<file path="config.mk">
export PLATFORM = sky130hd
export DESIGN_NAME = ram_arbiter
export DESIGN_NICKNAME = d
export VERILOG_FILES = /design/src/verilog/ram_ports_pkg.sv /design/src/verilog/ram_arbiter.sv
export SDC_FILE = /design/constraint.sdc
export NUM_CORES = 1
export LEC_CHECK = 0
export ABC_AREA = 1
export ABC_CLOCK_PERIOD_IN_PS = 3300
export BUFFER_PORTS_ARGS = -buffer_cell sky130_fd_sc_hd__buf_2
export CAP_MARGIN = 0
export CORE_AREA = 4 4 94 96
export DETAILED_ROUTE_END_ITERATION = 8
export DIE_AREA = 0 0 98 100
export PLACE_DENSITY = 0.75
export RECOVER_POWER = 100
export SETUP_SLACK_MARGIN = 0.1
export SKIP_LAST_GASP = 1
export SLEW_MARGIN = 20
export SYNTH_ARGS = -nofsm -noshare
export SYNTH_HDL_FRONTEND = slang
export SYNTH_SLANG_ARGS = --single-unit
</file>
<file path="constraint.sdc">
create_clock -name clk -period 3.3 [get_ports clk]
set_input_delay 0.66 -clock clk [delete_from_list [all_inputs] [get_ports clk]]
set_output_delay 0.66 -clock clk [all_outputs]
set_load 0.05 [all_outputs]
</file>
<file path="src/verilog/ram_ports_pkg.sv">
package ram_ports_pkg;

    // Data path
    localparam int DATA_W = 32;
    localparam int STRB_W = DATA_W / 8;

    // AXI side fields
    localparam int ID_W   = 4;
    localparam int LEN_W  = 8;
    localparam int ADDR_W = 12;

    // RAM is word addressed
    localparam int WORD_ADDR_W = ADDR_W - $clog2(STRB_W);
    localparam int RAM_DEPTH   = 2 ** WORD_ADDR_W;

    localparam int N_READERS = 3;
    // Writer sits after the readers
    localparam int N_REQ     = N_READERS + 1;

    localparam logic [1:0] RESP_OKAY = 2'b00;

endpackage
</file>
<file path="src/verilog/ram_arbiter.sv">
`timescale 1ns/1ps

module ram_arbiter (
    input  logic                                                        clk,
    input  logic                                                        i_reset,

    input  logic [ram_ports_pkg::N_REQ-1:0]                             i_req,
    input  logic [ram_ports_pkg::N_REQ-1:0]                             i_we,
    input  logic [ram_ports_pkg::N_REQ-1:0][ram_ports_pkg::WORD_ADDR_W-1:0] i_addr,
    input  logic [ram_ports_pkg::N_REQ-1:0][ram_ports_pkg::DATA_W-1:0]  i_wdata,
    input  logic [ram_ports_pkg::N_REQ-1:0][ram_ports_pkg::STRB_W-1:0]  i_wstrb,
    output logic [ram_ports_pkg::N_REQ-1:0]                             o_gnt,

    output logic                                                        o_ram_en,
    output logic                                                        o_ram_we,
    output logic [ram_ports_pkg::WORD_ADDR_W-1:0]                       o_ram_addr,
    output logic [ram_ports_pkg::DATA_W-1:0]                            o_ram_wdata,
    output logic [ram_ports_pkg::STRB_W-1:0]                            o_ram_wstrb
);
    import ram_ports_pkg::*;

    typedef logic [$clog2(N_REQ)-1:0] idx_t;

    idx_t last_q;
    idx_t sel;
    idx_t cand;
    logic found;

    // Search starts one past the last winner
    always_comb begin
        sel   = last_q;
        cand  = last_q;
        found = 1'b0;
        for (int k = 1; k <= N_REQ; k++) begin
            cand = idx_t'((int'(last_q) + k) % N_REQ);
            if (!found && i_req[cand]) begin
                found = 1'b1;
                sel   = cand;
            end
        end
    end

    always_comb begin
        o_gnt = '0;
        if (found) begin
            o_gnt[sel] = 1'b1;
        end
    end

    // Winner's request straight onto the RAM port
    assign o_ram_en    = found;
    assign o_ram_we    = i_we[sel];
    assign o_ram_addr  = i_addr[sel];
    assign o_ram_wdata = i_wdata[sel];
    assign o_ram_wstrb = i_wstrb[sel];

    always_ff @(posedge clk) begin
        if (i_reset) begin
            last_q <= idx_t'(N_REQ - 1);
        end else if (found) begin
            last_q <= sel;
        end
    end

endmodule

</file>
==> flow_metrics.py <==
metrics = {
    "worst_setup_path": {
        "rr_startpoint": "last_q[1]",
        "critPathRequiredTime_ns": 2.64,
        "critPathCaptureType": "primary output",
        "r2r_slack_ns": 1.51,
        "start_kind": "primary input",
        "path_class": "in -> out",
        "rr_worst_depth": 10,
        "worstPathMaxFanout": 28,
        "cp-endpoint": "o_ram_addr[1]",
        "startpoint": "i_req[2]",
        "timing.rr.end": "last_q[1]",
        "crit_arrival_ns": 2.40,
    },
    "synth": {
        "netlist_area_sq_um": 2790,
        "ys_ff_latch": 2,
        "ys_seq_area_frac": 0.0143,
        "synth_flop_cell": "dfxtp_1",
        "async_flop_share": 0,
        "yosysUniqueCellTypes": 18,
        "syn_nets": 793,
        "yosysWarnings": 0,
        "synth_edf_count": 0,
        "synthCells": 599,
        "synth.avg_cell_area_sq_um": 4.66,
    },
    "sta": {
        "fmax_mhz": 327,
        "tns_ns": 0,
        "final_max_slew_viol_count": 0,
        "tightest_slew_ns": 0.634,
        "clock_skew_ns": 0.000669,
        "report.final.hold_viol_count": 0,
        "min_period_ns": 3.06,
        "max_slew_margin": 0.579,
        "period_share": 0.927,
        "setup_viol_count_final": 0,
        "rsz0062_at_grt": "no",
    },
    "die": {
        "die_area_sq_um": 9800,
        "initial_core_util": 0.347,
        "die_h_um": 100,
        "core_sq_um": 8050,
        "io_pins": 246,
        "die_x_um": 98,
        "rows": 33,
    },
    "clock_network": {
        "cts_root_buf": "clkbuf_8",
        "cts_tree": "built",
        "cts-htree-levels": 1,
        "cts_buffers": 3,
        "postCtsSetupBuffers": 0,
        "cts_buffer_depth": 2,
        "path_clk_slew_ns": 0.03,
        "cts.sinks": 2,
        "clock_latency_ns": 0.21,
    },
    "route": {
        "drt-total-wl_um": 11100,
        "ant_nets": 0,
        "dr.pass1.iters": 4,
        "post-route-drc-count": 0,
        "drt-wirelength-per-cell_um": 12.2,
        "vias_per_cell": 4.88,
        "vias": 4458,
        "drtIter0Drc": 155,
    },
    "cells_and_area": {
        "largest_reg_flops": 2,
        "multi_input_area_sq_um": 2030,
        "largest-register": "last_q",
        "drive_above_1_share": 0.343,
        "fin_nets": 1004,
        "area.growth.synth_to_final_pct": 44.4,
        "final_cell_mix": "nand3_1, buf_2, nand2_1",
        "final_common_cell": "nand3_1",
        "fillers": 921,
        "diodes": 0,
        "seq_area_sq_um": 40.0,
        "reg_top3": "last_q: 2 flops",
    },
    "run": {
        "maxCapViolCount": 0,
    },
    "global_routing": {
        "grt_antenna_before_repair": 0,
        "grt_usage": 0.211,
        "grt_overflow": 0,
        "grt_max_degree": 65,
        "grt_pass1_wl_um": 17700,
        "grt_pass1_vias": 3953,
    },
    "min_path": {
        "hp-class": "in -> reg",
    },
    "run_status": {
        "status": "complete, no violations",
    },
    "placement": {
        "globalplace.congestion": 0.883,
        "port_buffers": 245,
        "dpl.hpwl_um": 8550,
    },
}
[how the worst min path moves through the flow]
stage | startpoint | to | slack [ns] | cells past startpoint
floorplan | i_reset | last_q[0] | 0.76 | 2
global placement | i_reset | last_q[1] | 0.85 | 3
detailed placement | i_reset | last_q[1] | 0.86 | 3
CTS | i_reset | last_q[1] | 0.64 | 3
global route | i_reset | last_q[1] | 0.67 | 3
finish | i_reset | last_q[1] | 0.65 | 3
[synth_stat cells, types with 2 or more instances]
cell      instances  share of area
nor2_1            5         0.0067
inv_2             4         0.0054
dfxtp_1           2          0.014
a21oi_1           2         0.0036
inv_1           100           0.13
buf_6             7          0.028
clkbuf_1          8          0.011
buf_2            20          0.036
nand2_2           7          0.016
nand3_1         244           0.44
nand2_1         174           0.23
nand3_2           3          0.011
buf_4            18          0.048
[routing by layer]
metal | wire length [um] | GRT usage
met1 | 4360 | 0.257
met2 | 5220 | 0.364
met3 | 1250 | 0.0473
met4 | 267 | 0.0745
met5 | 0 | 0
[worst max-delay path, cell delays in order]
cell	delay, ns
buf_2	0.11
nand2_1	0.05
nand2_1	0.10
nand2_1	0.10
nand2_2	0.15
nand3_2	0.13
nand2_2	0.12
clkbuf_4	0.34
nand3_1	0.13
nand2_1	0.10
nand2_1	0.05
nand2_1	0.08
clkbuf_2	0.27
[kinds of logic after synthesis]
logic type | synth area share
AO/OA/AOI/OAI | 0.00851
AND/OR/NAND/NOR | 0.714
flip-flops | 0.0143
buffers and inverters | 0.263
[per-stage QoR]
step / hold WS (ns) / cells / util / cell area [sq um] / setup WS, ns
floorplan: 0.764 / 599 / - / 2790 / 0.303
global placement: 0.855 / 910 / 0.496 / 3990 / 0.325
detailed placement: 0.858 / 910 / 0.496 / 3990 / 0.317
CTS: 0.641 / 913 / 0.501 / 4030 / 0.305
global route: 0.668 / 913 / 0.501 / 4030 / 0.0683
finish: 0.646 / 913 / 0.501 / 4030 / 0.239
[area by class of cell]
cell class,instances,area share
Tap cell,105,0.0326
Timing Repair Buffer,259,0.346
Clock buffer,3,0.0102
Multi-Input combinational cell,440,0.504
Inverter,104,0.0968
Sequential cell,2,0.00993
[repair_timing]
item,4_1_cts,5_1_grt
setup endpoints to repair,0,6
resized for setup,0,1
hold buffers,0,0
Power is not shown: default switching activity piles up to over one toggle a cycle in this logic, so the estimate is an artifact.
