**src/verilog/ram_ports_pkg.sv**
```systemverilog
package ram_ports_pkg;

    // Data path
    localparam int DATA_W = 32;
    localparam int STRB_W = DATA_W / 8;

    // AXI side fields
    localparam int ID_W   = 4;
    localparam int LEN_W  = 8;
    localparam int ADDR_W = 12;

    // RAM is word addressed
    localparam int WORD_ADDR_W = ADDR_W - $clog2(STRB_W);
    localparam int RAM_DEPTH   = 2 ** WORD_ADDR_W;

    localparam int N_READERS = 3;
    // Writer sits after the readers
    localparam int N_REQ     = N_READERS + 1;

    localparam logic [1:0] RESP_OKAY = 2'b00;

endpackage
```
**src/verilog/axi_burst_writer.sv**
```systemverilog
`timescale 1ns/1ps

module axi_burst_writer (
    input  logic                                    clk,
    input  logic                                    i_reset,

    input  logic                                    i_aw_valid,
    output logic                                    o_aw_ready,
    input  logic [ram_ports_pkg::ADDR_W-1:0]        i_aw_addr,
    input  logic [ram_ports_pkg::ID_W-1:0]          i_aw_id,

    input  logic                                    i_w_valid,
    output logic                                    o_w_ready,
    input  logic [ram_ports_pkg::DATA_W-1:0]        i_w_data,
    input  logic [ram_ports_pkg::STRB_W-1:0]        i_w_strb,
    input  logic                                    i_w_last,

    output logic                                    o_b_valid,
    input  logic                                    i_b_ready,
    output logic [ram_ports_pkg::ID_W-1:0]          o_b_id,
    output logic [1:0]                              o_b_resp,

    output logic                                    o_req,
    output logic [ram_ports_pkg::WORD_ADDR_W-1:0]   o_addr,
    output logic [ram_ports_pkg::DATA_W-1:0]        o_wdata,
    output logic [ram_ports_pkg::STRB_W-1:0]        o_wstrb,
    input  logic                                    i_gnt
);
    import ram_ports_pkg::*;

    typedef enum logic [1:0] {
        s_idle,
        s_data,
        s_resp
    } state_t;

    state_t                 state_q;
    logic [WORD_ADDR_W-1:0] addr_q;
    logic [ID_W-1:0]        id_q;

    assign o_aw_ready = (state_q == s_idle);

    // W beat goes straight to the RAM when granted
    assign o_req     = (state_q == s_data) && i_w_valid;
    assign o_w_ready = i_gnt;
    assign o_addr    = addr_q;
    assign o_wdata   = i_w_data;
    assign o_wstrb   = i_w_strb;

    assign o_b_valid = (state_q == s_resp);
    assign o_b_id    = id_q;
    assign o_b_resp  = RESP_OKAY;

    always_ff @(posedge clk) begin
        if (i_reset) begin
            state_q <= s_idle;
        end else begin
            case (state_q)
                s_idle: begin
                    if (i_aw_valid) begin
                        state_q <= s_data;
                    end
                end
                s_data: begin
                    // Burst ends on the written wlast beat
                    if (i_gnt && i_w_last) begin
                        state_q <= s_resp;
                    end
                end
                s_resp: begin
                    if (i_b_ready) begin
                        state_q <= s_idle;
                    end
                end
                default: begin
                    state_q <= s_idle;
                end
            endcase
        end
    end

    always_ff @(posedge clk) begin
        if (i_aw_valid && o_aw_ready) begin
            addr_q <= i_aw_addr[ADDR_W-1 -: WORD_ADDR_W];
            id_q   <= i_aw_id;
        end else if (i_gnt) begin
            addr_q <= addr_q + 1'b1;
        end
    end

endmodule

```
**config.mk**
```make
export PLATFORM = sky130hd
export DESIGN_NAME = axi_burst_writer
export DESIGN_NICKNAME = d
export VERILOG_FILES = /design/src/verilog/ram_ports_pkg.sv /design/src/verilog/axi_burst_writer.sv
export SDC_FILE = /design/constraint.sdc
export NUM_CORES = 1
export LEC_CHECK = 0
export BUFFER_PORTS_ARGS = -buffer_cell sky130_fd_sc_hd__buf_4
export CAP_MARGIN = 5
export CELL_PAD_IN_SITES_DETAIL_PLACEMENT = 0
export CELL_PAD_IN_SITES_GLOBAL_PLACEMENT = 2
export CORE_AREA = 2 2 97 71
export DETAILED_ROUTE_END_ITERATION = 10
export DIE_AREA = 0 0 99 73
export PLACE_DENSITY_LB_ADDON = 0.1
export SYNTH_ARGS = -nofsm -noshare
export SYNTH_HDL_FRONTEND = slang
export SYNTH_SLANG_ARGS = --single-unit
```
**constraint.sdc**
```tcl
create_clock -name clk -period 2.4 [get_ports clk]
set_clock_uncertainty 0.2 [all_clocks]
set_input_delay 0.48 -clock clk [delete_from_list [all_inputs] [get_ports clk]]
set_output_delay 0.48 -clock clk [all_outputs]
set_load 0.02 [all_outputs]
```
==> metrics.md <==
| Metric | Value |
|---|---|
| Met2 wire length | `1.02 mm` |
| Port buffer count | `38` |
| Worst reg2reg endpoint | `o_addr[9]$_DFFE_PP_` |
| Final setup vio count | `0` |
| Metal-1 WL | `1.25 mm` |
| Num CTS Buffers | `3` |
| CP Data Required Time | `2.30 ns` |
| Synthesis-to-finish area growth | `15.5%` |
| Number of max-cap violations | `0` |
| CTS resizes | `0` |
| Critical Path Source Type | `flip-flop` |
| GR Overflow Total | `0` |
| Critical Path AT | `1.63 ns` |
| Worst Hold End | `state_q[1]$_SDFFE_PP0P_` |
| Crit path time final | `1.73 ns` |
| Leakage | `0.494 nW` |
| Worst setup margin | `0.669 ns` |
| Initial antenna violation count | `0` |
| Row Count | `25` |
| Synth Register Bits | `16` |
| Hold Startpoint | `i_reset` |
| CP delay by family, top | `simple AND/OR/NAND/NOR gates` |
| Die Footprint | `7230 sq um` |
| Hold path depth | `2` |
| RD Place Congestion | `0.682` |
| Drt total wl | `2.56 mm` |
| Post-CTS setup buffer count | `0` |
| Total negative setup slack | `0 ns` |
| CTS tree | `done` |
| CTS Buffer Depth | `2` |
| Worst skew pair latency | `0.25 ns` |
| Clock Tree Root | `clkbuf_8` |
| WL met3 | `238 microns` |
| Sum of buffers and inverters on the critical path | `0` |
| Post-layout nets | `181` |
| Hold Vio Cnt, Final | `0` |
| Cells after DPL | `197` |
| Vias per Instance | `3.84` |
| Post-CTS Hold Buffers | `0` |
| Via count | `772` |
| Clock Sinks | `16` |
| Register Area | `460 sq um` |
| Hold_ws | `0.189 ns` |
| Mapped Area | `1090 sq um` |
| Tcrit/Tclk final | `72.1%` |
| Pin count of the biggest net entering global routing | `13` |
| Worst r2r src | `o_addr[2]$_DFFE_PP_` |
| VDD IR max | `0.179 mV` |
| Worst min path class | `in2reg` |
| RSZ-0062 raised after global routing | `no` |
| Yosys warns | `0` |
| Netlist cell types | `27` |
| Worst R2R Setup Slack | `0.67 ns` |
| Area of the multi-input gates | `329 sq um` |
| TritonRoute pass-1 iters | `4` |
| Total power | `852 uW` |
| Initial cell density of the core | `17.0%` |
| Crit-path slowest cell | `or4_1` |
| Final HPWL DP | `1.99 mm` |
| Die H | `73 microns` |
| Mean Syn Cell Area | `9.49 sq um` |
| First-pass GRT wire length | `3.90 mm` |
| Crit-path max FO | `6` |
| H-Tree Depth | `1` |
| Max layer used | `met4` |
| Worst setup EP type | `flip-flop` |
| Iter 0 DRT Violations | `28` |
| Outcome | `complete, no violations` |
| Slowest stage delay, CP | `0.53 ns` |
| Core region area | `6410 sq um` |
| Crit. Startpoint | `o_addr[2]$_DFFE_PP_` |
| PwrDens | `676 nW/um^2` |
| Kind of critical path | `reg2reg` |
| CP Cell Sequence | `nand3_2, or4_1, a31oi_1` |
| Worst-path clk slew | `0.06 ns` |
| Reg2reg path depth | `3` |
| Final std cells w/o fill | `201` |
| DRC | `0` |
| Worst slack, placed | `0.477 ns` |
| Post-synthesis cell count | `115` |
| Vias in the first global route | `750` |
| Routed Antenna Nets | `0` |
| Layout cells sized above 1 | `39.2%` |
| Instance count on the critical path | `3` |
| F_max | `578 MHz` |
| DR WL/cell | `12.8 microns` |
| GRT Total Usage | `7.17%` |
| Top-Level Pins | `115` |
| # fillers | `704` |
| Antenna cells | `0` |
| Sequential area share after synthesis | `42.2%` |
| Final slew viol count | `0` |
| DIE WIDTH | `99 microns` |
-- how the worst max path moves through the flow --
stage / end / slack, ns
5_1_grt: o_addr[9]$_DFFE_PP_ / 0.51
3_5_place_dp: o_addr[2]$_DFFE_PP_ / 0.48
2_1_floorplan: o_addr[9]$_DFFE_PP_ / 0.71
4_1_cts: o_addr[8]$_DFFE_PP_ / 0.66
3_3_place_gp: o_addr[4]$_DFFE_PP_ / 0.47
6_report: o_addr[9]$_DFFE_PP_ / 0.67
-- power breakdown --
group	leakage, nW	internal, mW	switching, mW
Sequential	0.155	0.354	0.0532
Combinational	0.315	0.112	0.127
Clock	0.0231	0.113	0.0931
Total	0.494	0.579	0.273
-- sequential cells by signal, indices dropped and copies added (netlist names) --
signal	count
o_addr	10
state_q	2
o_b_id	4
-- final cells by class --
class / instances / share of cell area [%]
sequential: 16 / 36.5
multi-input combinational: 58 / 26.1
timing repair buffer: 41 / 25.4
inverter: 1 / 0.298
tap: 81 / 8.04
clock inverter: 1 / 0.298
clock buffer: 3 / 3.28
-- routing by layer --
layer / up-vias / global-route usage (%)
met5: - / 0
met3: 8 / 3.54
met1: 348 / 9.38
met2: 47 / 9.91
met4: 0 / 3.20
li1: 369 / -
-- logic make-up after synthesis --
family	Yosys count	synth area share [%]
fa+ha+maj	1	1.15
buf+inv	42	28.0
flops	16	42.2
other cells	1	0.344
compound gates	15	8.03
simple gates	37	17.9
xor+xnor	3	2.41
-- layout by cell type (no fill, tap or decap), types with 3 or more instances in the layout --
| cell type | n |
|---|---|
| or4_1 | 3 |
| nand3_1 | 6 |
| nor2_1 | 7 |
| nand2_1 | 11 |
| o21ai_0 | 6 |
| a31oi_1 | 4 |
| clkbuf_8 | 3 |
| edfxtp_1 | 14 |
| buf_4 | 40 |
-- synth_stat cells (all sizes together) --
master / instances / share of area [%]
nand3: 7 / 3.7
o31ai: 1 / 0.69
xor2: 2 / 1.6
nand4: 2 / 1.1
a31oi: 4 / 2.3
or4: 3 / 2.1
conb: 1 / 0.34
a21oi: 2 / 0.92
o21ai: 6 / 2.8
or3b: 1 / 1.0
nor2b: 1 / 0.57
inv: 1 / 0.34
buf: 40 / 27
nand2: 11 / 3.8
or3: 2 / 1.3
nand2b: 2 / 1.1
ha: 1 / 1.1
clkbuf: 1 / 0.34
nor2: 7 / 2.4
xnor2: 1 / 0.80
o211ai: 2 / 1.4
dfxtp: 2 / 3.7
edfxtp: 14 / 39
nand4b: 1 / 0.80
-- stage by stage --
stage               cell area, sq um  utilization [%]
floorplan                       1090                -
global placement                1210             18.9
detailed placement              1210             18.9
CTS                             1260             19.6
global route                    1260             19.6
finish                          1260             19.6
No activity file was read; power rests on OpenSTA's default activity.
