[config.mk]
export PLATFORM = sky130hd
export DESIGN_NAME = axi_burst_reader
export DESIGN_NICKNAME = d
export VERILOG_FILES = /design/src/verilog/ram_ports_pkg.sv /design/src/verilog/axi_burst_reader.sv
export SDC_FILE = /design/constraint.sdc
export NUM_CORES = 1
export LEC_CHECK = 0
export BUFFER_PORTS_ARGS = -buffer_cell sky130_fd_sc_hd__buf_2
export CAP_MARGIN = 20
export CORE_MARGIN = 2
export CORE_UTILIZATION = 25
export DETAILED_ROUTE_END_ITERATION = 7
export HOLD_SLACK_MARGIN = 0.15
export PLACE_DENSITY = 0.43
export SETUP_SLACK_MARGIN = 0.02
export SLEW_MARGIN = 20
export SYNTH_ARGS = -nofsm -noshare
export SYNTH_HDL_FRONTEND = slang
export SYNTH_SLANG_ARGS = --single-unit
[constraint.sdc]
create_clock -name clk -period 3.8 [get_ports clk]
set_clock_uncertainty 0.05 [all_clocks]
set_input_delay 0.19 -clock clk [delete_from_list [all_inputs] [get_ports clk]]
set_output_delay 0.19 -clock clk [all_outputs]
set_load 0.01 [all_outputs]
[src/verilog/ram_ports_pkg.sv]
package ram_ports_pkg;

    // Data path
    localparam int DATA_W = 32;
    localparam int STRB_W = DATA_W / 8;

    // AXI side fields
    localparam int ID_W   = 4;
    localparam int LEN_W  = 8;
    localparam int ADDR_W = 12;

    // RAM is word addressed
    localparam int WORD_ADDR_W = ADDR_W - $clog2(STRB_W);
    localparam int RAM_DEPTH   = 2 ** WORD_ADDR_W;

    localparam int N_READERS = 3;
    // Writer sits after the readers
    localparam int N_REQ     = N_READERS + 1;

    localparam logic [1:0] RESP_OKAY = 2'b00;

endpackage
[src/verilog/axi_burst_reader.sv]
`timescale 1ns/1ps

module axi_burst_reader (
    input  logic                                    clk,
    input  logic                                    i_reset,

    input  logic                                    i_ar_valid,
    output logic                                    o_ar_ready,
    input  logic [ram_ports_pkg::ADDR_W-1:0]        i_ar_addr,
    input  logic [ram_ports_pkg::LEN_W-1:0]         i_ar_len,
    input  logic [ram_ports_pkg::ID_W-1:0]          i_ar_id,

    output logic                                    o_r_valid,
    input  logic                                    i_r_ready,
    output logic [ram_ports_pkg::DATA_W-1:0]        o_r_data,
    output logic [ram_ports_pkg::ID_W-1:0]          o_r_id,
    output logic [1:0]                              o_r_resp,
    output logic                                    o_r_last,

    output logic                                    o_req,
    output logic [ram_ports_pkg::WORD_ADDR_W-1:0]   o_addr,
    input  logic                                    i_gnt,
    input  logic [ram_ports_pkg::DATA_W-1:0]        i_rdata
);
    import ram_ports_pkg::*;

    logic                   busy_q;
    logic [LEN_W:0]         remaining_q;
    logic [WORD_ADDR_W-1:0] addr_q;
    logic [ID_W-1:0]        id_q;
    logic                   pend_q;
    logic                   pend_last_q;
    logic                   hold_q;
    logic [DATA_W-1:0]      hold_data_q;
    logic                   hold_last_q;

    // Busy until the last beat leaves on R
    assign o_ar_ready = !busy_q;

    // One beat in flight and only when R has room for it
    assign o_req  = busy_q && (remaining_q != '0) && !pend_q && (!hold_q || i_r_ready);
    assign o_addr = addr_q;

    // RAM data passes through in the cycle after the grant
    assign o_r_valid = pend_q || hold_q;
    assign o_r_data  = pend_q ? i_rdata : hold_data_q;
    assign o_r_last  = pend_q ? pend_last_q : hold_last_q;
    assign o_r_id    = id_q;
    assign o_r_resp  = RESP_OKAY;

    always_ff @(posedge clk) begin
        if (i_reset) begin
            busy_q      <= 1'b0;
            remaining_q <= '0;
            pend_q      <= 1'b0;
            hold_q      <= 1'b0;
        end else begin
            pend_q <= i_gnt;
            if (i_ar_valid && o_ar_ready) begin
                busy_q      <= 1'b1;
                remaining_q <= {1'b0, i_ar_len} + 1'b1;
            end else if (i_gnt) begin
                remaining_q <= remaining_q - 1'b1;
            end
            if (pend_q && !i_r_ready) begin
                hold_q <= 1'b1;
            end else if (hold_q && i_r_ready) begin
                hold_q <= 1'b0;
            end
            if (o_r_valid && i_r_ready && o_r_last) begin
                busy_q <= 1'b0;
            end
        end
    end

    always_ff @(posedge clk) begin
        if (i_ar_valid && o_ar_ready) begin
            addr_q <= i_ar_addr[ADDR_W-1 -: WORD_ADDR_W];
            id_q   <= i_ar_id;
        end else if (i_gnt) begin
            addr_q <= addr_q + 1'b1;
        end
        if (i_gnt) begin
            pend_last_q <= (remaining_q == (LEN_W+1)'(1));
        end
        // Stalled beat parks here
        if (pend_q && !i_r_ready) begin
            hold_data_q <= i_rdata;
            hold_last_q <= pend_last_q;
        end
    end

endmodule

==> run summary, run 1 <==
PD cells = 444 mW/mm²
Startpoint types = register
CP cell instances = or4_4 -> nor4_1 -> a2111oi_0 -> buf_2
RSZ-0062 raised after global routing = no
Max-slew headroom = 38.4%
Post-CTS Setup Bufs = 0
Hold Vio Cnt, Final = 0
Syn. warnings = 0
TritonCTS Buffers = 9
RR Startpoint = pend_q
Worst Hold End = remaining_q[1]
Worst path arrival time = 1940 ps
Nets = 447
Hold buffer count at cts = 50
# setup viols final = 0
FP Rows = 38
EDFF count, synth = 48
Die Ht = 111 µm
Synth cell types = 37
Hold_sp = i_reset
Area fraction of the dominant cell type after synthesis = 50.7%
Core Area = 0.0110 mm²
Clock latency on the worst-skew pair = 320 ps
Fin. max-slew vios = 0
Synth top area cells = edfxtp_1 (51%), mux2_2 (13%), dfxtp_1 (8.4%)
Peak VDD IR = 0.000203 V
Synthesized area = 0.00284 mm²
Max Clk Rate = 0.458 GHz
RR Endpoint = hold_data_q[14]
Setup TNS = 0 ps
Antenna-violating nets left = 0
Routed wire length = 6840 µm
Setup crit end kind = output port
Ant. Diodes = 0
CTS root buf = clkbuf_16
Drt first pass iters = 4
Mean Syn Cell Area = 12.9 µm²
Via/cell ratio = 4.35
R2R cell count = 2
Num ports = 113
Die extent in x = 111 µm
Starting density of the core = 25.9%
Synth Instances = 220
Synth-to-layout area growth = 52.4%
Flops & latches, synth = 60
Main synth FF type = edfxtp_1
# port buffers = 108
Reg2Reg Setup Slack = 1800 ps
Drt drc = 0
Total GRT Usage = 11.5%
Cts repair resizes = 0
Leading area contributor after synthesis = edfxtp_1
Slowest cell on the critical path = or4_4
Tightest Pin Transition = 922 ps
Critical Path RT = 3560 ps
Initial drt markers = 60
Share of post-route cells with drive strength above 1 = 43.5%
Placed Area = 0.00353 mm²
Worst Hold Depth = 2
Worst-path clk slew = 50 ps
Total Die Area = 0.0122 mm²
CTS tree = built
FFs w/ async S/R, synth = 0%
Final hold slack = 160 ps
Min cycle time layout = 2180 ps
Leakage = 1.71 nW
CP Max Fanout = 5
Status = completed
First-pass GRT wire length = 11,300 µm
GPL Wtd Cong = 0.682
Critical path class = reg2out
Crit share post-route = 57.5%
Drt wl/cell = 13.0 µm
Max-Cap Viols = 0
Setup crit start = remaining_q[2]
Final Cell Area = 0.00434 mm²
Clock sink count = 60
Vias = 2,286
GR Overflow Total = 0
CP peak stage delay = 600 ps
Hold/Removal Path Class = in2reg
Initial antenna violation count = 0
Post-DP HPWL = 4570 µm
Sequential element share of the synthesized area = 59.1%
Largest net degree at the start of global routing = 37
Number of global-route vias before repair = 2,334
CTS max path bufs = 2
H-Tree Depth = 3
==> per-layer routing <==
| metal | share of wire, % | global-route usage [%] | vias up |
|---|---|---|---|
| li1 | - | - | 1127 |
| met1 | 46 | 14.1 | 1073 |
| met2 | 46 | 18.6 | 73 |
| met3 | 4.9 | 3.39 | 13 |
| met4 | 2.5 | 5.17 | 0 |
| met5 | 0 | 0 | - |
==> cells by family (layout without fill, tap and decap cells) <==
logic type,Yosys count,count (layout),share of synthesized area (%)
XOR/XNOR,20,20,6.16
flip-flops,60,60,59.1
adder cells (fa/ha/maj),5,5,2.20
AO/OA/AOI/OAI,23,23,5.37
other,1,2,0.132
multiplexers,33,33,13.1
buffers and inverters,16,181,2.38
AND/OR/NAND/NOR,62,62,11.6
==> stage by stage <==
| step | cells | setup slack, ps | power (mW) | utilization, % |
|---|---|---|---|---|
| after floorplan | 221 | 863 | 0.973 | - |
| after global placement | 460 | 1690 | 1.08 | 32.2 |
| after detailed placement | 460 | 1730 | 1.09 | 32.2 |
| after CTS | 526 | 1570 | 1.95 | 39.5 |
| after global routing | 526 | 1450 | 2.02 | 39.5 |
| final | 526 | 1620 | 1.92 | 39.5 |
==> placed cells by master, fill, tap and decap left out, types with 2 or more instances in the layout <==
master and n:
nor4_1 2, buf_2 108, o22ai_1 2, inv_1 5, clkinvlp_4 2, nand2_1 19, clkinv_4 2, conb_1 2
edfxtp_1 48, dlygate4sd3_1 50, nor2_1 11, nor2b_1 2, nor3_1 7, nand3_1 7, mux2_2 33, nand4_1 2
dfxtp_1 12, xnor2_1 16, clkbuf_16 9, o21ai_1 2, o21a_1 2, xor2_1 4, ha_1 5, a211oi_1 6
or2_2 3, o21ai_0 7
==> state kept, by name, summed over array words and instances (netlist names) <==
| name | flops |
|---|---|
| hold_q | 1 |
| o_addr | 10 |
| remaining_q | 9 |
| o_r_id | 4 |
| hold_data_q | 32 |
| hold_last_q | 1 |
| pend_last_q | 1 |
| busy_q | 1 |
| pend_q | 1 |
==> worst max-delay path by stage <==
stage,to,cells after the start,slack (ps)
after floorplan,hold_data_q[0],3,860
after global placement,hold_data_q[14],2,1690
after detailed placement,hold_data_q[14],2,1730
after CTS,o_req,4,1570
after global routing,o_req,4,1450
final,o_req,4,1620
==> power by group <==
group          leakage (nW)  switching [mW]  internal (mW)
logic                  1.01           0.147          0.160
clock network         0.142           0.305          0.510
registers             0.554          0.0383          0.764
total                  1.71           0.490           1.43
==> final cells by class <==
| class | count | area [µm²] |
|---|---|---|
| flip-flops and latches | 60 | 1680 |
| clock inverters | 7 | 76.3 |
| fillers | 1104 | 6650 |
| well taps | 140 | 175 |
| inverters | 6 | 22.5 |
| clock buffers | 9 | 225 |
| multi-input cells | 145 | 1110 |
| repair buffers | 159 | 1050 |
==> Yosys cell counts, types with 2 or more instances <==
| master | number |
|---|---|
| xnor2_1 | 16 |
| edfxtp_1 | 48 |
| buf_4 | 2 |
| o21a_1 | 2 |
| or2_2 | 3 |
| nand2_1 | 19 |
| a211oi_1 | 6 |
| clkbuf_1 | 6 |
| nor4_1 | 2 |
| inv_1 | 5 |
| nand4_1 | 2 |
| ha_1 | 5 |
| o22ai_1 | 2 |
| nor3_1 | 7 |
| nand3_1 | 7 |
| mux2_2 | 33 |
| nor2b_1 | 3 |
| dfxtp_1 | 12 |
| o21ai_1 | 2 |
| xor2_1 | 4 |
| buf_1 | 2 |
| nor2_1 | 11 |
| o21ai_0 | 7 |
==> critical path: cells and delay by family (launching register included) <==
| family | cells | cell delay, ps |
|---|---|---|
| AOI/OAI and AO/OA | 1 | 190 |
| DFF | 1 | 350 |
| buffers and inverters | 1 | 170 |
| and+or+nand+nor | 2 | 900 |
(Power assumes the default switching activity.)
==> inputs of run 2 (changes only) <==
--- a/config.mk
+++ b/config.mk
@@ -11,7 +11,7 @@
 export CORE_UTILIZATION = 25
 export DETAILED_ROUTE_END_ITERATION = 7
 export HOLD_SLACK_MARGIN = 0.15
-export PLACE_DENSITY = 0.43
+export PLACE_DENSITY = 0.44
 export SETUP_SLACK_MARGIN = 0.02
 export SLEW_MARGIN = 20
 export SYNTH_ARGS = -nofsm -noshare
==> constraint.sdc (replaced) <==
create_clock -name clk -period 1.8 [get_ports clk]
set_clock_uncertainty 0.05 [all_clocks]
set_input_delay 0.09 -clock clk [delete_from_list [all_inputs] [get_ports clk]]
set_output_delay 0.09 -clock clk [all_outputs]
set_load 0.01 [all_outputs]
==> run 2 against run 1 <==
Effect of this change:
- flip-flop and latch count unchanged
- final cell count increased by 3.2%
- global-route usage increased by 0.29 points
- total power increased by 120%
- utilization increased by 1.9 points
- wire length increased by 5.5%
- non-clock buffer count increased by 17
- cell area increased by 4.9%
- clock power increased by 130%
==> run summary, run 2 (synthesis results as in run 1) <==
Crit share post-route = 99.0%
Core Area = 0.0110 mm² (unchanged)
Reg area = 0.00168 mm² (+0.15%)
GPL Wtd Cong = 0.721 (+5.8%)
Share of post-route cells with drive strength above 1 = 44.9% (+1.4 points)
Max reg flops = 32 (unchanged)
Routed wire length = 7210 µm (+5.5%)
Filler cells = 1,066 (-3.4%)
Area of the multi-input gates = 0.00113 mm² (+1.9%)
PD cells = 942 mW/mm² (+110%)
H-Tree Depth = 3 (unchanged)
CTS max path bufs = 2 (unchanged)
Reg with most FFs = hold_data_q
Initial antenna violation count = 0 (unchanged)
# port buffers = 108 (unchanged)
Initial drt markers = 95 (+58%)
Critical Path RT = 1660 ps (-1900 ps)
Reg2Reg Setup Slack = 120 ps (-1680 ps)
CP Max Fanout = 2 (-3)
RR Startpoint = remaining_q[3]
Leakage = 1.82 nW (+6.3%)
FP Rows = 38 (unchanged)
R2R cell count = 5 (+3)
Slowest cell on the critical path = or4_4
# setup viols final = 0 (unchanged)
Worst Hold End = remaining_q[8]
Worst-path clk slew = 60 ps (about the same)
Core Util, Final = 41.4% (+1.9 points)
Commonest non-fill, non-tap cell in the layout = buf_2
RR Endpoint = remaining_q[8]
Crit path max-delay family = simple AND/OR/NAND/NOR gates
Fin. max-slew vios = 0 (unchanged)
CP peak stage delay = 560 ps (-40 ps)
Synth-to-layout area growth = 59.9%
Min cycle time layout = 1780 ps
Hold/Removal Path Class = in2reg
Setup crit end kind = output port
Die Ht = 111 µm (unchanged)
CTS root buf = clkbuf_16
Peak VDD IR = 0.000351 V (+73%)
Worst path arrival time = 1640 ps (-300 ps)
CP cell instances = or4_4 -> nor4_4 -> a2111oi_2 -> buf_2
Largest net degree at the start of global routing = 34 (-8.1%)
Nets = 464 (+3.8%)
Antenna-violating nets left = 0 (unchanged)
Starting density of the core = 25.9% (unchanged)
Number of global-route vias before repair = 2,313 (-0.90%)
Drt wl/cell = 13.3 µm (+2.2%)
Worst Path Buf+Inv = 1 (unchanged)
Hold Vio Cnt, Final = 0 (unchanged)
RSZ-0062 raised after global routing = yes
Post-DP HPWL = 4880 µm (+6.7%)
Final hold slack = 175 ps (+15.1 ps)
TritonCTS Buffers = 9 (unchanged)
Via/cell ratio = 4.27 (-1.9%)
CTS tree = built
Drt drc = 0 (unchanged)
Drt first pass iters = 4 (unchanged)
Hold_sp = i_ar_len[5]
Worst Hold Depth = 5 (+3)
Num ports = 113 (unchanged)
Max Clk Rate = 0.561 GHz
Die extent in x = 111 µm (unchanged)
Ant. Diodes = 0 (unchanged)
Vias = 2,316 (+1.3%)
GR Overflow Total = 0 (unchanged)
Clock latency on the worst-skew pair = 320 ps (about the same)
Max-Cap Viols = 0 (unchanged)
Total GRT Usage = 11.7% (+0.29 points)
Commonest non-fill, non-tap cells in the layout = buf_2 (108), dlygate4sd3_1 (58), edfxtp_1 (48), mux2_2 (33), nand2_1 (19)
Clock sink count = 60 (unchanged)
Total Die Area = 0.0122 mm² (unchanged)
Status = completed
First-pass GRT wire length = 11,700 µm (+3.2%)
Critical path class = reg2out
Startpoint types = register
[run 2: changes by cell type in the layout (fill, tap and decap cells not counted), sizes merged]
cell | previous run | this run
buf | 109 | 118
bufinv | 1 | 2
clkinv | 3 | 4
clkinvlp | 2 | 0
dlygate4sd3 | 50 | 58
[run 2: metal layers]
metal / vias up / wire length, µm / track usage [%]
li1: 1161 / - / -
met1: 1081 / 3460 / 15.5
met2: 67 / 3380 / 18.9
met3: 7 / 291 / 2.62
met4: 0 / 81 / 4.25
met5: - / 0 / 0
[run 2: final cells by class]
cell class	instances	share of cell area (%)
clock buffers	9	4.95
clock inverters	7	2.20
inverters	6	0.495
multi-input cells	145	24.8
flip-flops and latches	60	37.0
well taps	140	3.85
repair buffers	176	26.7
[run 2: worst min-delay path, delay by kind of cell]
kind / cells / cell delay (ps)
and+or+nand+nor: 3 / 210
AOI/OAI and AO/OA: 1 / 70
buffers and inverters: 1 / 120
[run 2: worst max-delay path by stage]
stage                   start        endpoint  slack [ps]  cells past startpoint
5_1_grt        remaining_q[3]           o_req         -40                      4
4_1_cts        remaining_q[3]           o_req         -20                      4
2_1_floorplan          pend_q  hold_data_q[0]          70                      3
3_3_place_gp   remaining_q[2]           o_req         120                      4
6_report       remaining_q[3]           o_req          20                      4
3_5_place_dp   remaining_q[2]           o_req         130                      4
[run 2: stage by stage]
step	setup TNS (ps)	power (mW)	instances	setup WS, ps	area, µm²
floorplan	0	2.06	221	67.7	2860
detailed placement	0	2.33	468	135	3610
global placement	0	2.32	468	116	3610
global route	-43.9	4.47	543	-43.9	4550
CTS	-54.9	4.34	543	-17.5	4530
finish	0	4.28	543	17.3	4550
[run 2: power breakdown]
| part | switching [mW] | internal [mW] |
|---|---|---|
| Sequential | 0.0698 | 1.61 |
| Combinational | 0.340 | 0.391 |
| Clock | 0.650 | 1.22 |
| Total | 1.06 | 3.22 |
[run 2: repair_timing]
item,in CTS,in global routing
endpoints found under the hold margin,59,0
pin swaps,1,0
endpoints found under the setup margin,19,32
gates resized for setup,2,5
gates cloned,0,0
setup buffers,1,0
hold buffers,58,0
==> inputs of run 3 (changes only) <==
--- a/config.mk
+++ b/config.mk
@@ -5,6 +5,7 @@
 export SDC_FILE = /design/constraint.sdc
 export NUM_CORES = 1
 export LEC_CHECK = 0
+export ABC_AREA = 1
 export BUFFER_PORTS_ARGS = -buffer_cell sky130_fd_sc_hd__buf_2
 export CAP_MARGIN = 20
 export CORE_MARGIN = 2
==> run 3 against run 2 <==
Effect of this change:
- setup slack improved by 150 ps
- global-route usage increased by 0.37 points
- die area increased by 6.7%
- critical path type unchanged
==> run summary, run 3 <==
GR Overflow Total = 0 (unchanged)
Filler cells = 1,227 (+15%)
Hold/Removal Path Class = in2reg
Setup crit end kind = output port
Clock sink count = 60 (unchanged)
TritonCTS Buffers = 9 (unchanged)
Num ports = 113 (unchanged)
Die extent in x = 114 µm (+3.3%)
Worst path arrival time = 1490 ps (-150 ps)
CP Max Fanout = 4 (+2)
Drt wl/cell = 11.5 µm (-13%)
GPL Wtd Cong = 0.797 (+11%)
Starting density of the core = 25.4% (-0.48 points)
FP Rows = 40 (+5.3%)
Flops & latches, synth = 60 (unchanged)
DP Cell Count = 607 (+30%)
Most common cell on crit path = nor2_1
First-pass GRT wire length = 12,500 µm (+7.0%)
CTS max path bufs = 2 (unchanged)
Number of global-route vias before repair = 2,684 (+16%)
Drt drc = 0 (unchanged)
Worst-path clk slew = 50 ps (about the same)
Post-CTS Setup Bufs = 0 (-1)
CP cell instances = inv_1 -> nand2_1 -> nor2_1 -> nand4_1 -> nor2_1 -> nor3_1 -> buf_2
Crit share post-route = 90.8% (-8.2 points)
Max reg flops = 32 (unchanged)
Total Die Area = 0.0131 mm² (+6.7%)
Crit path max-delay family = simple AND/OR/NAND/NOR gates
Critical Path RT = 1660 ps (about the same)
Commonest non-fill, non-tap cell in the layout = nand2_1
# setup viols final = 0 (unchanged)
Critical path class = reg2out
Total GRT Usage = 12.1% (+0.37 points)
Largest net degree at the start of global routing = 35 (+2.9%)
Initial antenna violation count = 0 (unchanged)
H-Tree Depth = 3 (unchanged)
Synthesized area = 0.00304 mm² (+6.9%)
Mean Syn Cell Area = 8.52 µm² (-34%)
Main synth FF type = edfxtp_1
EDFF count, synth = 48 (unchanged)
# port buffers = 108 (unchanged)
Post-DP HPWL = 5400 µm (+11%)
Max Clk Rate = 0.612 GHz (+9.1%)
Peak VDD IR = 0.000382 V (+8.6%)
Top-count cell post-synth = nand2_1
Leading area contributor after synthesis = edfxtp_1
Core Util, Final = 38.7% (-2.7 points)
Status = completed
Min cycle time layout = 1630 ps (-148 ps)
Area fraction of the dominant cell type after synthesis = 47.4% (-3.3 points)
Final cell count without fillers = 678 (+25%)
Reg with most FFs = hold_data_q
Vias = 2,869 (+24%)
RSZ-0062 raised after global routing = no
Setup TNS = 0 ps (unchanged)
Worst Path Buf+Inv = 2 (+1)
Die Ht = 114 µm (+3.3%)
Fin. max-slew vios = 0 (unchanged)
Nets = 592 (+28%)
Startpoint types = register
Antenna-violating nets left = 0 (unchanged)
Hold Vio Cnt, Final = 0 (unchanged)
Drt first pass iters = 4 (unchanged)
Synth cell types = 34 (-8.1%)
FFs w/ async S/R, synth = 0% (unchanged)
Reg2Reg Setup Slack = 260 ps (+140 ps)
Max-Cap Viols = 0 (unchanged)
Initial drt markers = 148 (+56%)
Synth top area cells = edfxtp_1 (47%), nand2_1 (18%), dfxtp_1 (7.9%)
Sequential element share of the synthesized area = 55.3% (-3.8 points)
Commonest cells in the synthesized netlist = nand2_1 (148), edfxtp_1 (48), inv_1 (28)
Leakage = 2.18 nW (+20%)
Syn. warnings = 0 (unchanged)
CTS tree = built
Synth Instances = 357 (+62%)
Slowest cell on the critical path = dfxtp_1
CP peak stage delay = 340 ps (-220 ps)
Commonest non-fill, non-tap cells in the layout = nand2_1 (148), buf_2 (108), dlygate4sd3_1 (55), edfxtp_1 (48), inv_1 (28)
Share of post-route cells with drive strength above 1 = 26.7% (-18 points)
Synth-to-layout area growth = 52.1%
PD cells = 908 mW/mm² (-3.7%)
Ant. Diodes = 0 (unchanged)
Clock latency on the worst-skew pair = 330 ps (about the same)
CTS root buf = clkbuf_16
Via/cell ratio = 4.23 (-0.79%)
Core Area = 0.0120 mm² (+8.9%)
Routed wire length = 7810 µm (+8.3%)
-- run 3: path summary, 6_finish.rpt --
kind                                     start              to  cells past startpoint
worst max-delay path            remaining_q[5]           o_req                      7
worst min-delay path               i_ar_len[2]  remaining_q[2]                      6
worst max register to register       o_addr[0]       o_addr[8]                      8
worst min register to register     pend_last_q     hold_last_q                      0
-- run 3: cell type report --
type | instances | area (µm²) | share of cell area [%]
Inverter | 31 | 116 | 2.52
Multi-Input combinational cell | 254 | 1170 | 25.4
Clock inverter | 7 | 81.3 | 1.76
Tap cell | 147 | 184 | 3.98
Clock buffer | 9 | 225 | 4.87
Sequential cell | 60 | 1680 | 36.4
Timing Repair Buffer | 170 | 1160 | 25.1
-- run 3: cells by family after synthesis --
kind of cell | Yosys count | synth area share [%]
DFF | 60 | 55.3
and+or+nand+nor | 209 | 28.6
adders and majority gates | 5 | 2.06
xor gates and xnor gates | 4 | 1.15
other | 1 | 0.123
buffers and inverters | 44 | 6.42
AOI/OAI and AO/OA | 34 | 6.38
-- run 3: where the power goes --
group / internal [mW] / total (mW) / switching, mW
clock: 1.19 / 1.78 / 0.591
sequential: 1.61 / 1.68 / 0.0699
combinational: 0.330 / 0.734 / 0.404
-- run 3: timing repair --
item                                   CTS  global route
hold buffers                            55             0
endpoints found under the hold margin   64             0
gates resized for setup                  0             1
setup endpoints to repair                0             1
-- run 3: metal layers --
layer  up-vias  global-route usage (%)  share of wire, %
met2       100                    19.4                44
li1       1501                       -                 -
met5         -                       0                 0
met1      1253                    15.4                48
met4         0                    5.04               1.8
met3        15                    3.44               6.6
-- run 3: tightest hold or removal path: cells and delay by family --
| kind | cells | cell delay [ps] |
|---|---|---|
| compound gates | 2 | 120 |
| buf+inv | 2 | 170 |
| simple gates | 2 | 120 |
-- run 3: per-stage QoR --
stage | total power, mW | worst slack (ps) | cell area, µm² | hold slack [ps]
finish | 4.20 | 166 | 4620 | 165
global route | 4.43 | 20.5 | 4620 | 187
CTS | 4.27 | 79.0 | 4620 | 150
detailed placement | 2.35 | 247 | 3760 | 218
global placement | 2.35 | 291 | 3760 | 218
floorplan | 2.09 | 53.5 | 3050 | 109
